File: config.mk
export PLATFORM = sky130hd
export DESIGN_NAME = fetch_front_top
export DESIGN_NICKNAME = d
export VERILOG_FILES = /design/src/source/fetch_pkg.sv /design/src/source/burst_adapter.sv /design/src/source/line_arbiter.sv /design/src/source/fetch_unit.sv /design/src/source/inst_queue.sv /design/src/source/fetch_front_top.sv
export SDC_FILE = /design/constraint.sdc
export NUM_CORES = 2
export LEC_CHECK = 0
export BUFFER_PORTS_ARGS = -buffer_cell sky130_fd_sc_hd__buf_2
export CORE_ASPECT_RATIO = 1.4
export CORE_MARGIN = 1.5
export CORE_UTILIZATION = 49
export CTS_CLUSTER_DIAMETER = 100
export DETAILED_ROUTE_END_ITERATION = 7
export PLACE_DENSITY = 0.68
export SETUP_SLACK_MARGIN = 0.05
export SLEW_MARGIN = 20
export SYNTH_ARGS = -nofsm -noshare
export SYNTH_HDL_FRONTEND = slang
export SYNTH_SLANG_ARGS = --single-unit
File: constraint.sdc
create_clock -name clk -period 11.4 [get_ports clk]
set_clock_uncertainty 0.1 [all_clocks]
set_input_delay 0.57 -clock clk [delete_from_list [all_inputs] [get_ports clk]]
set_output_delay 0.57 -clock clk [all_outputs]
set_load 0.01 [all_outputs]
File: src/source/fetch_pkg.sv
`default_nettype none

package fetch_pkg;

    // widths with a meaning
    typedef logic [31:0]  addr_t;
    typedef logic [31:0]  word_t;
    typedef logic [63:0]  beat_t;
    typedef logic [255:0] line_t;
    typedef logic [63:0]  order_t;
    typedef logic [26:0]  line_tag_t;
    typedef logic [2:0]   word_sel_t;
    typedef logic [1:0]   beat_idx_t;

    localparam addr_t RESET_PC         = 32'haaaaa000;
    localparam int    LINE_OFFSET_BITS = 5;
    localparam int    BEATS_PER_LINE   = 4;
    localparam int    IQ_DEPTH         = 32;

    // 128 bit queue entry with order on top
    typedef struct packed {
        order_t order;
        addr_t  pc;
        word_t  inst;
    } fetch_pkt_t;

    // line request held until resp
    typedef struct packed {
        logic  read;
        logic  write;
        addr_t addr;
        line_t wdata;
    } line_req_t;

    typedef struct packed {
        logic  resp;
        line_t rdata;
    } line_resp_t;

    typedef enum logic [1:0] {
        idle,
        read_wait,
        write_burst
    } adapter_state_t;

    typedef enum logic [1:0] {
        owner_none,
        owner_inst,
        owner_data
    } arb_owner_t;

endpackage

`default_nettype wire

File: src/source/burst_adapter.sv
`timescale 1ns/1ps
`default_nettype none

module burst_adapter (
    input  logic                  clk,
    input  logic                  rst,

    input  fetch_pkg::line_req_t  req_i,
    output fetch_pkg::line_resp_t resp_o,

    output fetch_pkg::addr_t      bmem_addr_o,
    output logic                  bmem_read_o,
    output logic                  bmem_write_o,
    output fetch_pkg::beat_t      bmem_wdata_o,
    input  logic                  bmem_ready_i,
    input  logic                  bmem_rvalid_i,
    input  fetch_pkg::beat_t      bmem_rdata_i
);
    import fetch_pkg::*;

    adapter_state_t state_q;
    beat_idx_t      beat_cnt_q;
    line_t          line_q;
    logic           resp_q;
    logic           last_beat;

    assign last_beat = (beat_cnt_q == beat_idx_t'(BEATS_PER_LINE - 1));

    always_comb begin
        // requester keeps addr and wdata stable for the whole transfer
        bmem_addr_o  = req_i.addr;
        bmem_wdata_o = req_i.wdata[beat_cnt_q * $bits(beat_t) +: $bits(beat_t)];
        bmem_read_o  = 1'b0;
        bmem_write_o = 1'b0;
        if (state_q == idle) begin
            bmem_read_o = req_i.read && bmem_ready_i && !resp_q;
        end else if (state_q == write_burst) begin
            bmem_write_o = 1'b1;
        end
    end

    always_ff @(posedge clk) begin
        if (rst) begin
            state_q    <= idle;
            beat_cnt_q <= '0;
            resp_q     <= 1'b0;
        end else begin
            resp_q <= 1'b0;
            case (state_q)
                idle: begin
                    // resp cycle still sees the old request
                    if (!resp_q) begin
                        beat_cnt_q <= '0;
                        if (req_i.read && bmem_ready_i) begin
                            state_q <= read_wait;
                        end else if (req_i.write) begin
                            state_q <= write_burst;
                        end
                    end
                end
                read_wait: begin
                    if (bmem_rvalid_i) begin
                        beat_cnt_q <= beat_cnt_q + beat_idx_t'(1);
                        if (last_beat) begin
                            resp_q  <= 1'b1;
                            state_q <= idle;
                        end
                    end
                end
                write_burst: begin
                    // low ready holds the current beat
                    if (bmem_ready_i) begin
                        beat_cnt_q <= beat_cnt_q + beat_idx_t'(1);
                        if (last_beat) begin
                            resp_q  <= 1'b1;
                            state_q <= idle;
                        end
                    end
                end
                default: state_q <= idle;
            endcase
        end
    end

    // lowest beat first
    always_ff @(posedge clk) begin
        if (state_q == read_wait && bmem_rvalid_i) begin
            line_q[beat_cnt_q * $bits(beat_t) +: $bits(beat_t)] <= bmem_rdata_i;
        end
    end

    assign resp_o.resp  = resp_q;
    assign resp_o.rdata = line_q;

endmodule

`default_nettype wire

File: src/source/line_arbiter.sv
`timescale 1ns/1ps
`default_nettype none

module line_arbiter (
    input  logic                  clk,
    input  logic                  rst,

    input  fetch_pkg::line_req_t  ifill_req_i,
    output fetch_pkg::line_resp_t ifill_resp_o,

    input  fetch_pkg::line_req_t  dfill_req_i,
    output fetch_pkg::line_resp_t dfill_resp_o,

    output fetch_pkg::line_req_t  mem_req_o,
    input  fetch_pkg::line_resp_t mem_resp_i
);
    import fetch_pkg::*;

    arb_owner_t owner_q;
    arb_owner_t owner;
    logic       ifill_active;
    logic       dfill_active;

    assign ifill_active = ifill_req_i.read || ifill_req_i.write;
    assign dfill_active = dfill_req_i.read || dfill_req_i.write;

    // data side wins a fresh grant
    always_comb begin
        owner = owner_q;
        if (owner_q == owner_none) begin
            if (dfill_active) begin
                owner = owner_data;
            end else if (ifill_active) begin
                owner = owner_inst;
            end
        end
    end

    always_comb begin
        case (owner)
            owner_data: mem_req_o = dfill_req_i;
            owner_inst: mem_req_o = ifill_req_i;
            default:    mem_req_o = '0;
        endcase
    end

    always_comb begin
        ifill_resp_o.rdata = mem_resp_i.rdata;
        dfill_resp_o.rdata = mem_resp_i.rdata;
        ifill_resp_o.resp  = mem_resp_i.resp && (owner == owner_inst);
        dfill_resp_o.resp  = mem_resp_i.resp && (owner == owner_data);
    end

    // held until its resp pulse
    always_ff @(posedge clk) begin
        if (rst) begin
            owner_q <= owner_none;
        end else if (mem_resp_i.resp) begin
            owner_q <= owner_none;
        end else begin
            owner_q <= owner;
        end
    end

endmodule

`default_nettype wire

File: src/source/fetch_unit.sv
`timescale 1ns/1ps
`default_nettype none

module fetch_unit (
    input  logic                  clk,
    input  logic                  rst,

    input  logic                  redirect_i,
    input  fetch_pkg::addr_t      redirect_pc_i,

    input  logic                  iq_full_i,
    output logic                  iq_enqueue_o,
    output fetch_pkg::fetch_pkt_t iq_pkt_o,
    output logic                  iq_flush_o,

    output fetch_pkg::line_req_t  ifill_req_o,
    input  fetch_pkg::line_resp_t ifill_resp_i
);
    import fetch_pkg::*;

    addr_t     pc_q;
    order_t    order_q;

    // one line buffer
    logic      buf_valid_q;
    line_tag_t buf_tag_q;
    line_t     buf_line_q;

    logic      fill_pending_q;
    addr_t     fill_addr_q;

    line_tag_t pc_tag;
    word_sel_t pc_word;
    logic      hit;
    logic      fetch_go;
    logic      start_fill;

    assign pc_tag  = pc_q[$bits(addr_t)-1:LINE_OFFSET_BITS];
    assign pc_word = pc_q[LINE_OFFSET_BITS-1:2];
    assign hit     = buf_valid_q && (buf_tag_q == pc_tag);

    assign fetch_go   = hit && !iq_full_i && !redirect_i;
    assign start_fill = !fill_pending_q && !hit && !redirect_i;

    assign iq_enqueue_o = fetch_go;
    assign iq_flush_o   = redirect_i;

    always_comb begin
        iq_pkt_o.order = order_q;
        iq_pkt_o.pc    = pc_q;
        iq_pkt_o.inst  = buf_line_q[pc_word * $bits(word_t) +: $bits(word_t)];
    end

    // read only, line aligned
    always_comb begin
        ifill_req_o      = '0;
        ifill_req_o.read = fill_pending_q;
        ifill_req_o.addr = fill_addr_q;
    end

    always_ff @(posedge clk) begin
        if (rst) begin
            pc_q    <= RESET_PC;
            order_q <= '0;
        end else if (redirect_i) begin
            // order keeps counting across flushes
            pc_q <= redirect_pc_i;
        end else if (fetch_go) begin
            pc_q    <= pc_q + addr_t'(4);
            order_q <= order_q + order_t'(1);
        end
    end

    always_ff @(posedge clk) begin
        if (rst) begin
            fill_pending_q <= 1'b0;
            buf_valid_q    <= 1'b0;
        end else if (fill_pending_q) begin
            // an outstanding fill still lands after a redirect
            if (ifill_resp_i.resp) begin
                fill_pending_q <= 1'b0;
                buf_valid_q    <= 1'b1;
            end
        end else if (start_fill) begin
            fill_pending_q <= 1'b1;
        end
    end

    always_ff @(posedge clk) begin
        if (start_fill) begin
            fill_addr_q <= {pc_tag, {LINE_OFFSET_BITS{1'b0}}};
        end
        if (fill_pending_q && ifill_resp_i.resp) begin
            buf_line_q <= ifill_resp_i.rdata;
            buf_tag_q  <= fill_addr_q[$bits(addr_t)-1:LINE_OFFSET_BITS];
        end
    end

endmodule

`default_nettype wire

File: src/source/inst_queue.sv
`timescale 1ns/1ps
`default_nettype none

module inst_queue #(
    parameter int DEPTH = fetch_pkg::IQ_DEPTH
) (
    input  logic                  clk,
    input  logic                  rst,

    input  logic                  flush_i,

    input  logic                  enqueue_i,
    input  fetch_pkg::fetch_pkt_t pkt_i,
    output logic                  full_o,

    input  logic                  dequeue_i,
    output fetch_pkg::fetch_pkt_t pkt_o,
    output logic                  empty_o
);
    import fetch_pkg::*;

    fetch_pkt_t mem [DEPTH];

    logic [$clog2(DEPTH)-1:0] head_q;
    logic [$clog2(DEPTH)-1:0] tail_q;
    logic [$clog2(DEPTH):0]   count_q;
    logic                     do_enq;
    logic                     do_deq;

    assign empty_o = (count_q == '0);
    assign full_o  = (count_q == ($clog2(DEPTH) + 1)'(DEPTH));

    // push when full, pop when empty are dropped
    assign do_enq = enqueue_i && !full_o && !flush_i;
    assign do_deq = dequeue_i && !empty_o && !flush_i;

    always_ff @(posedge clk) begin
        if (rst || flush_i) begin
            head_q  <= '0;
            tail_q  <= '0;
            count_q <= '0;
        end else begin
            // pointers wrap on power-of-two depth
            if (do_enq) begin
                tail_q <= tail_q + 1'b1;
            end
            if (do_deq) begin
                head_q <= head_q + 1'b1;
            end
            if (do_enq && !do_deq) begin
                count_q <= count_q + 1'b1;
            end else if (do_deq && !do_enq) begin
                count_q <= count_q - 1'b1;
            end
        end
    end

    always_ff @(posedge clk) begin
        if (do_enq) begin
            mem[tail_q] <= pkt_i;
        end
    end

    assign pkt_o = mem[head_q];

endmodule

`default_nettype wire

File: src/source/fetch_front_top.sv
`timescale 1ns/1ps
`default_nettype none

module fetch_front_top (
    input  logic                  clk,
    input  logic                  rst,

    input  logic                  redirect_i,
    input  fetch_pkg::addr_t      redirect_pc_i,

    input  logic                  inst_dequeue_i,
    output fetch_pkg::fetch_pkt_t inst_pkt_o,
    output logic                  inst_empty_o,

    input  fetch_pkg::line_req_t  dfill_req_i,
    output fetch_pkg::line_resp_t dfill_resp_o,

    output fetch_pkg::addr_t      bmem_addr_o,
    output logic                  bmem_read_o,
    output logic                  bmem_write_o,
    output fetch_pkg::beat_t      bmem_wdata_o,
    input  logic                  bmem_ready_i,
    input  logic                  bmem_rvalid_i,
    input  fetch_pkg::beat_t      bmem_rdata_i
);
    import fetch_pkg::*;

    line_req_t  ifill_req;
    line_resp_t ifill_resp;
    line_req_t  mem_req;
    line_resp_t mem_resp;

    logic       iq_enqueue;
    logic       iq_flush;
    logic       iq_full;
    fetch_pkt_t iq_pkt;

    fetch_unit u_fetch_unit (
        .clk          (clk),
        .rst          (rst),
        .redirect_i   (redirect_i),
        .redirect_pc_i(redirect_pc_i),
        .iq_full_i    (iq_full),
        .iq_enqueue_o (iq_enqueue),
        .iq_pkt_o     (iq_pkt),
        .iq_flush_o   (iq_flush),
        .ifill_req_o  (ifill_req),
        .ifill_resp_i (ifill_resp)
    );

    inst_queue #(
        .DEPTH(IQ_DEPTH)
    ) u_inst_queue (
        .clk      (clk),
        .rst      (rst),
        .flush_i  (iq_flush),
        .enqueue_i(iq_enqueue),
        .pkt_i    (iq_pkt),
        .full_o   (iq_full),
        .dequeue_i(inst_dequeue_i),
        .pkt_o    (inst_pkt_o),
        .empty_o  (inst_empty_o)
    );

    line_arbiter u_line_arbiter (
        .clk         (clk),
        .rst         (rst),
        .ifill_req_i (ifill_req),
        .ifill_resp_o(ifill_resp),
        .dfill_req_i (dfill_req_i),
        .dfill_resp_o(dfill_resp_o),
        .mem_req_o   (mem_req),
        .mem_resp_i  (mem_resp)
    );

    burst_adapter u_burst_adapter (
        .clk          (clk),
        .rst          (rst),
        .req_i        (mem_req),
        .resp_o       (mem_resp),
        .bmem_addr_o  (bmem_addr_o),
        .bmem_read_o  (bmem_read_o),
        .bmem_write_o (bmem_write_o),
        .bmem_wdata_o (bmem_wdata_o),
        .bmem_ready_i (bmem_ready_i),
        .bmem_rvalid_i(bmem_rvalid_i),
        .bmem_rdata_i (bmem_rdata_i)
    );

endmodule

`default_nettype wire

; ---- After elaboration in Yosys (flattened, before gate mapping)
; Memory sizes are Yosys's and may differ from the RTL's. A register that Yosys moved wholly into a read port is not among the register bits.
; Index checks and enable logic that the tools add are counted.
[totals]
regBits = 687
ramBits = 4096
in_bits = 392
out_inout_bits = 484
wordCells = 112
memories = 1
[op_classes]
n_addsub = 8
n_eq_ne = 11
n_shift = 4
n_mux = 34
bitwise_logic = 1
n_reduce_logical = 38
[mem_list]
columns = name, depth, word_bits, read_ports, rd_ports_with_merged_regs, wr, line
row1 = u_inst_queue.mem, 32, 128, 1, 1, 1, inst_queue.sv:22  ; fetch_pkt_t mem [DEPTH];
[op_table]
columns = cell, n
row1 = case mux 290 bit (2 select lines), 1
row2 = bitwise mux 256 bit, 1
row3 = "variable shift 64 x 34 -> 256 bit, first input constant", 1
row4 = variable part select 256 x 9 -> 32 bit, 1
row5 = variable part select 256 x 9 -> 64 bit, 1
row6 = variable part select 64 x 34 -> 256 bit, 1
row7 = "adder 64 x 1 -> 64 bit, second input constant", 1
row8 = 2-to-1 mux 32 bit, 2
row9 = negator 8 -> 34 bit, 1
row10 = "adder 32 x 3 -> 32 bit, second input constant", 1
row11 = equality test 27 bit, 1
row12 = 2-to-1 mux 2 bit, 12
row13 = logical AND 1 bit, 17
row14 = 2-to-1 mux 6 bit, 2
row15 = case mux 2 bit (3 select lines), 2
row16 = 2-to-1 mux 1 bit, 11
row17 = "adder 5 x 1 -> 5 bit, second input constant", 2
row18 = 2-to-1 mux 5 bit, 2
row19 = zero test 1 bit, 8
row20 = AND reduction 4 bit, 2
row21 = "adder 6 x 1 -> 6 bit, second input constant", 1
row22 = "equality test 2 bit, second input constant", 3
row23 = "equality test 6 bit, second input constant", 1
row24 = zero test 6 bit, 1
row25 = other kinds (13), 20

; ---- Logic depth before layout (Yosys ltp)
[depth]
depth_word = 10
depth_mapped = 17
ltp_nobuf = 14

; ---- Cells and area by module
; From an unflattened synthesis, not the netlist that was laid out.
[hier_totals]
hier_cells = 10730
hier_area_um2 = 194098.7
[by_module_without_submodules]
columns = module, instances, cells_per_inst, area_per_inst_um2, seq_area_each_um2
row1 = inst_queue, 1, 7396, 155943.3, 123418.4
row2 = fetch_unit, 1, 1424, 18572.8, 11270.8
row3 = burst_adapter, 1, 704, 11623.6, 7787.5
row4 = line_arbiter, 1, 1206, 7958.9, 40.0

; ---- Worst setup path after synthesis
; No wires, ideal clock.
[synth_path]
kind = register -> register
startpoint = register u_fetch_unit.pc_q[11]
endpoint = memory u_inst_queue.mem[12][0] (netlist name), enable pin
setup_time_ns = 0.772
arrival_time_ns = 11.049
required_time_ns = 10.528
setup_slack_ns = -0.521
stages_incl_launch_ff = 10
n_path_buf = 2
synth_period_minus_slack_ns = 11.921
path_cell_list = dfxtp_1 > xnor2_1 > nand4_1 > nor4_4 > nand3_1 > clkbuf_1 > inv_1 > clkbuf_1 > nand2_1 > nor3_1
[synth_between]
elab_chain_cells = 8
[synth_lines]
columns = item, line
row1 = start: declaration, fetch_unit.sv:21  ; addr_t pc_q;
row2 = start signal: assignment, fetch_unit.sv:67  ; pc_q <= redirect_pc_i;
row3 = start signal: assignment, fetch_unit.sv:69  ; pc_q <= pc_q + addr_t'(4);
row4 = equality test 27 bit, fetch_unit.sv:40  ; assign hit = buf_valid_q && (buf_tag_q == pc_tag);
row5 = logical AND 1 bit, fetch_unit.sv:40
row6 = logical AND 1 bit (2 in series), fetch_unit.sv:42  ; assign fetch_go = hit && !iq_full_i && !redirect_i;
row7 = logical AND 1 bit (2 in series), inst_queue.sv:34  ; assign do_enq = enqueue_i && !full_o && !flush_i;
row8 = named net u_inst_queue.do_enq, inst_queue.sv:27  ; logic do_enq;
row9 = 2-to-1 mux 1 bit, inst_queue.sv:59  ; if (do_enq) begin
row10 = 2-to-1 mux 1 bit (not written as such), inst_queue.sv:60  ; mem[tail_q] <= pkt_i;
row11 = end: declaration, inst_queue.sv:22
; The timed path passes the listed nets, and every way through them passes these cells.

; ---- Worst setup path after layout
[layout_path]
startpoint = register u_fetch_unit.pc_q[31]
endpoint = memory u_inst_queue.mem[30][45] (netlist name), enable pin
[layout_between]
elab_chain_cells = 8
[layout_lines]
columns = item, line
row1 = equality test 27 bit, fetch_unit.sv:40
row2 = logical AND 1 bit, fetch_unit.sv:40
row3 = logical AND 1 bit (2 in series), fetch_unit.sv:42
row4 = logical AND 1 bit (2 in series), inst_queue.sv:34
row5 = 2-to-1 mux 1 bit, inst_queue.sv:59
row6 = 2-to-1 mux 1 bit (not written as such), inst_queue.sv:60
; No other way between the ends.

==> run summary <==
Cts repair resizes: 0
CTS sink count: 4788
Core Footprint: 0.375 sq mm
Mapped Area: 0.184 sq mm
Final Hold Violating Endpoints: 0
Synth warnings: 0
Share of layout cells above drive strength 1: 0.356
Synthesized area per cell: 23.5 sq um
Most numerous cell on the critical path: buf_4
Pwr/cell area: 165 mW/mm^2
Initial DRC Count: 10500
Synthesized flop and latch total: 4788
Mapped Cells: 7846
CTS tree: yes
Max Buffers Root-to-Sink: 4
Cell Rows: 266
DRT antenna net count: 0
Filler cell count: 27400
Worst Path Required: 11.94 ns
Kind of critical path: reg -> reg
Int Power: 27500 uW
CP cell instances: xnor2_1 -> nand4_1 -> nor4_4 -> nand3_1 -> inv_1 -> nand2_1 -> nor2_4 -> buf_4 -> buf_4
Dpl hpwl: 330 mm
Most frequent cells in the layout: edfxtp_1, mux4_2, buf_2
Fin cells: 14500
Die W: 522 microns
Max Freq: 152 MHz
Final Cycle Share: 0.577
Hold WC Path Type: in -> reg
Routed WL: 537 mm
Seq/Total Area, Yosys: 0.773
Mapped Nets: 8262
Switching portion of total power: 0.207
Die H: 729 microns
Status: finished clean
Initial antenna violation count: 165
Total leakage power: 0.0702 uW
Flop pwr share: 0.557
Multi-input logic area: 0.0405 sq mm
Die area: 0.380 sq mm
RD Place Congestion: 1.05
Via density: 6.24
CP Data Arrival Time: 7.11 ns
CP max FO: 36
Final TNS setup: 0 ns
Via count: 90200
Clk pwr share: 0.412
Net switching power: 7190 uW
Crit path capture type: register
CP max-delay cell: inv_1
Total gr overflow: 0
Power share of the combinational group: 0.031
Residual DRC count: 0
Vias in the first global route: 91900
Headroom to the max-slew limit: 0.199
Nets: 9476
Ys async rst share: 0
Wire per inst: 37.1 microns
Tightest Pin Transition: 1.20 ns
First-pass GRT wire length: 737 mm
Root Buffer: clkbuf_16
Largest net degree at the start of global routing: 173
Crit start category: register
Most common cell after layout, fill and taps aside: edfxtp_1
CTS Buf Count: 429
Cell variety after synth: 65
Top FF cell, synth: edfxtp_1
Total track usage: 0.281
Placed Instances: 13500
Hold_buf cts: 108
Port Buf Inserts: 875
Initial Util: 0.492
Drt first pass iters: 8
Post-layout minimum cycle time: 6.58 ns
Synth-to-layout area growth: 14.3%
Clk Latency, worst-skew pair: 1.06 ns
Top-level port count: 876
Post-synth EDFFs: 4662
Slew Viols, Final: 0
Unrepaired setup endpoints after global routing: no
Count of final setup violators: 0
Critical Path Max Stage Delay: 0.93 ns
Register area: 0.143 sq mm
Post-CTS setup buffers: 0
Clk pin slew, worst setup/hold paths: 0.06 ns
Max_cap viols: 0
H-Tree Depth: 5
VDD IR-drop max: 0.000197 V
layer usage:
layer | share of wire | global-route usage
met2 | 0.52 | 0.487
met4 | 0.058 | 0.137
met5 | 0.0012 | 0
met3 | 0.087 | 0.0627
met1 | 0.34 | 0.332
through the flow:
stage / utilization / hold WS (ns) / instance area (sq um) / power, uW / setup WS, ns
finish: 0.563 / 0.0940 / 211000 / 34700 / 4.82
global route: 0.563 / 0.0860 / 211000 / 35600 / 4.45
CTS: 0.562 / 0.0189 / 211000 / 34900 / 4.45
detailed placement: 0.522 / 0.328 / 196000 / 20700 / 4.50
global placement: 0.522 / 0.329 / 196000 / 20700 / 4.72
floorplan: - / 0.327 / 184000 / 20200 / 2.91
area by class of cell:
| cell class | count | area share |
|---|---|---|
| sequential | 4788 | 0.676 |
| multi-input combinational | 2603 | 0.192 |
| clock buffer | 543 | 0.0540 |
| timing repair buffer | 1202 | 0.0353 |
| tap | 4958 | 0.0294 |
| clock inverter | 254 | 0.0115 |
| antenna | 84 | 0.000997 |
| inverter | 36 | 0.000641 |
kinds of logic (layout without fill, tap and decap cells):
group | Yosys count | after routing | synth area share
flip-flops | 4788 | 4788 | 0.773
XOR/XNOR | 52 | 52 | 0.00247
AND/OR/NAND/NOR | 734 | 734 | 0.0237
other | 0 | 84 | 0
AO/OA/AOI/OAI | 217 | 217 | 0.00809
adder cells (fa/ha/maj) | 24 | 24 | 0.00167
multiplexers | 1576 | 1576 | 0.182
buffers and inverters | 455 | 2035 | 0.00937
worst max-delay path, delay by kind of cell (launching register included):
| kind | cells | cell delay (ns) |
|---|---|---|
| buffers and inverters | 3 | 2.31 |
| XOR/XNOR | 1 | 0.25 |
| flip-flops | 1 | 0.71 |
| AND/OR/NAND/NOR | 5 | 2.68 |
registers in the layout, indices dropped and copies added (netlist names), 2 cells and up, named ones only:
signal and cells:
u_inst_queue.tail_q 5, u_inst_queue.mem 4096, u_fetch_unit.fill_addr_q 27, u_burst_adapter.state_q 2
u_inst_queue.head_q 5, u_fetch_unit.pc_q 32, u_fetch_unit.order_q 64, u_fetch_unit.buf_line_q 256
u_burst_adapter.beat_cnt_q 2, u_burst_adapter.line_q 256, u_inst_queue.count_q 6, u_fetch_unit.buf_tag_q 27
u_line_arbiter.owner_q 2
synth_stat cells, drive strengths merged, types with 34 or more instances:
library cell,n,area share
nor2,80,0.0016
edfxtp,4662,0.76
dfxtp,126,0.014
o31ai,47,0.0019
or4,47,0.0019
and3,39,0.0013
buf,89,0.0019
clkbuf,330,0.0067
inv,36,0.00073
mux2,161,0.0098
mux4,1408,0.17
xnor2,34,0.0016
a21oi,65,0.0018
and2,334,0.011
nand4,42,0.0014
nand3,35,0.00095
nand2,46,0.00094
path summary, 6_finish.rpt:
| path | slack [ns] | cells after the start | to | from |
|---|---|---|---|---|
| setup / recovery | 4.82 | 9 | u_inst_queue.mem[30][45] | u_fetch_unit.pc_q[31] |
| hold / removal | 0.09 | 3 | u_fetch_unit.pc_q[27] | redirect_pc_i[27] |
| setup reg to reg | 4.82 | 9 | u_inst_queue.mem[30][45] | u_fetch_unit.pc_q[31] |
| hold reg to reg | 0.33 | 0 | u_fetch_unit.buf_line_q[99] | u_burst_adapter.line_q[99] |
power by group through the flow:
| stage | sequential [uW] | clock, uW | combinational [uW] |
|---|---|---|---|
| after floorplan | 19700 | 0 | 468 |
| after global placement | 19700 | 0 | 1020 |
| after detailed placement | 19700 | 0 | 1030 |
| after CTS | 19300 | 14500 | 1080 |
| after global routing | 19300 | 15100 | 1120 |
| final | 19300 | 14300 | 1070 |
No activity file was read; power rests on OpenSTA's default activity.
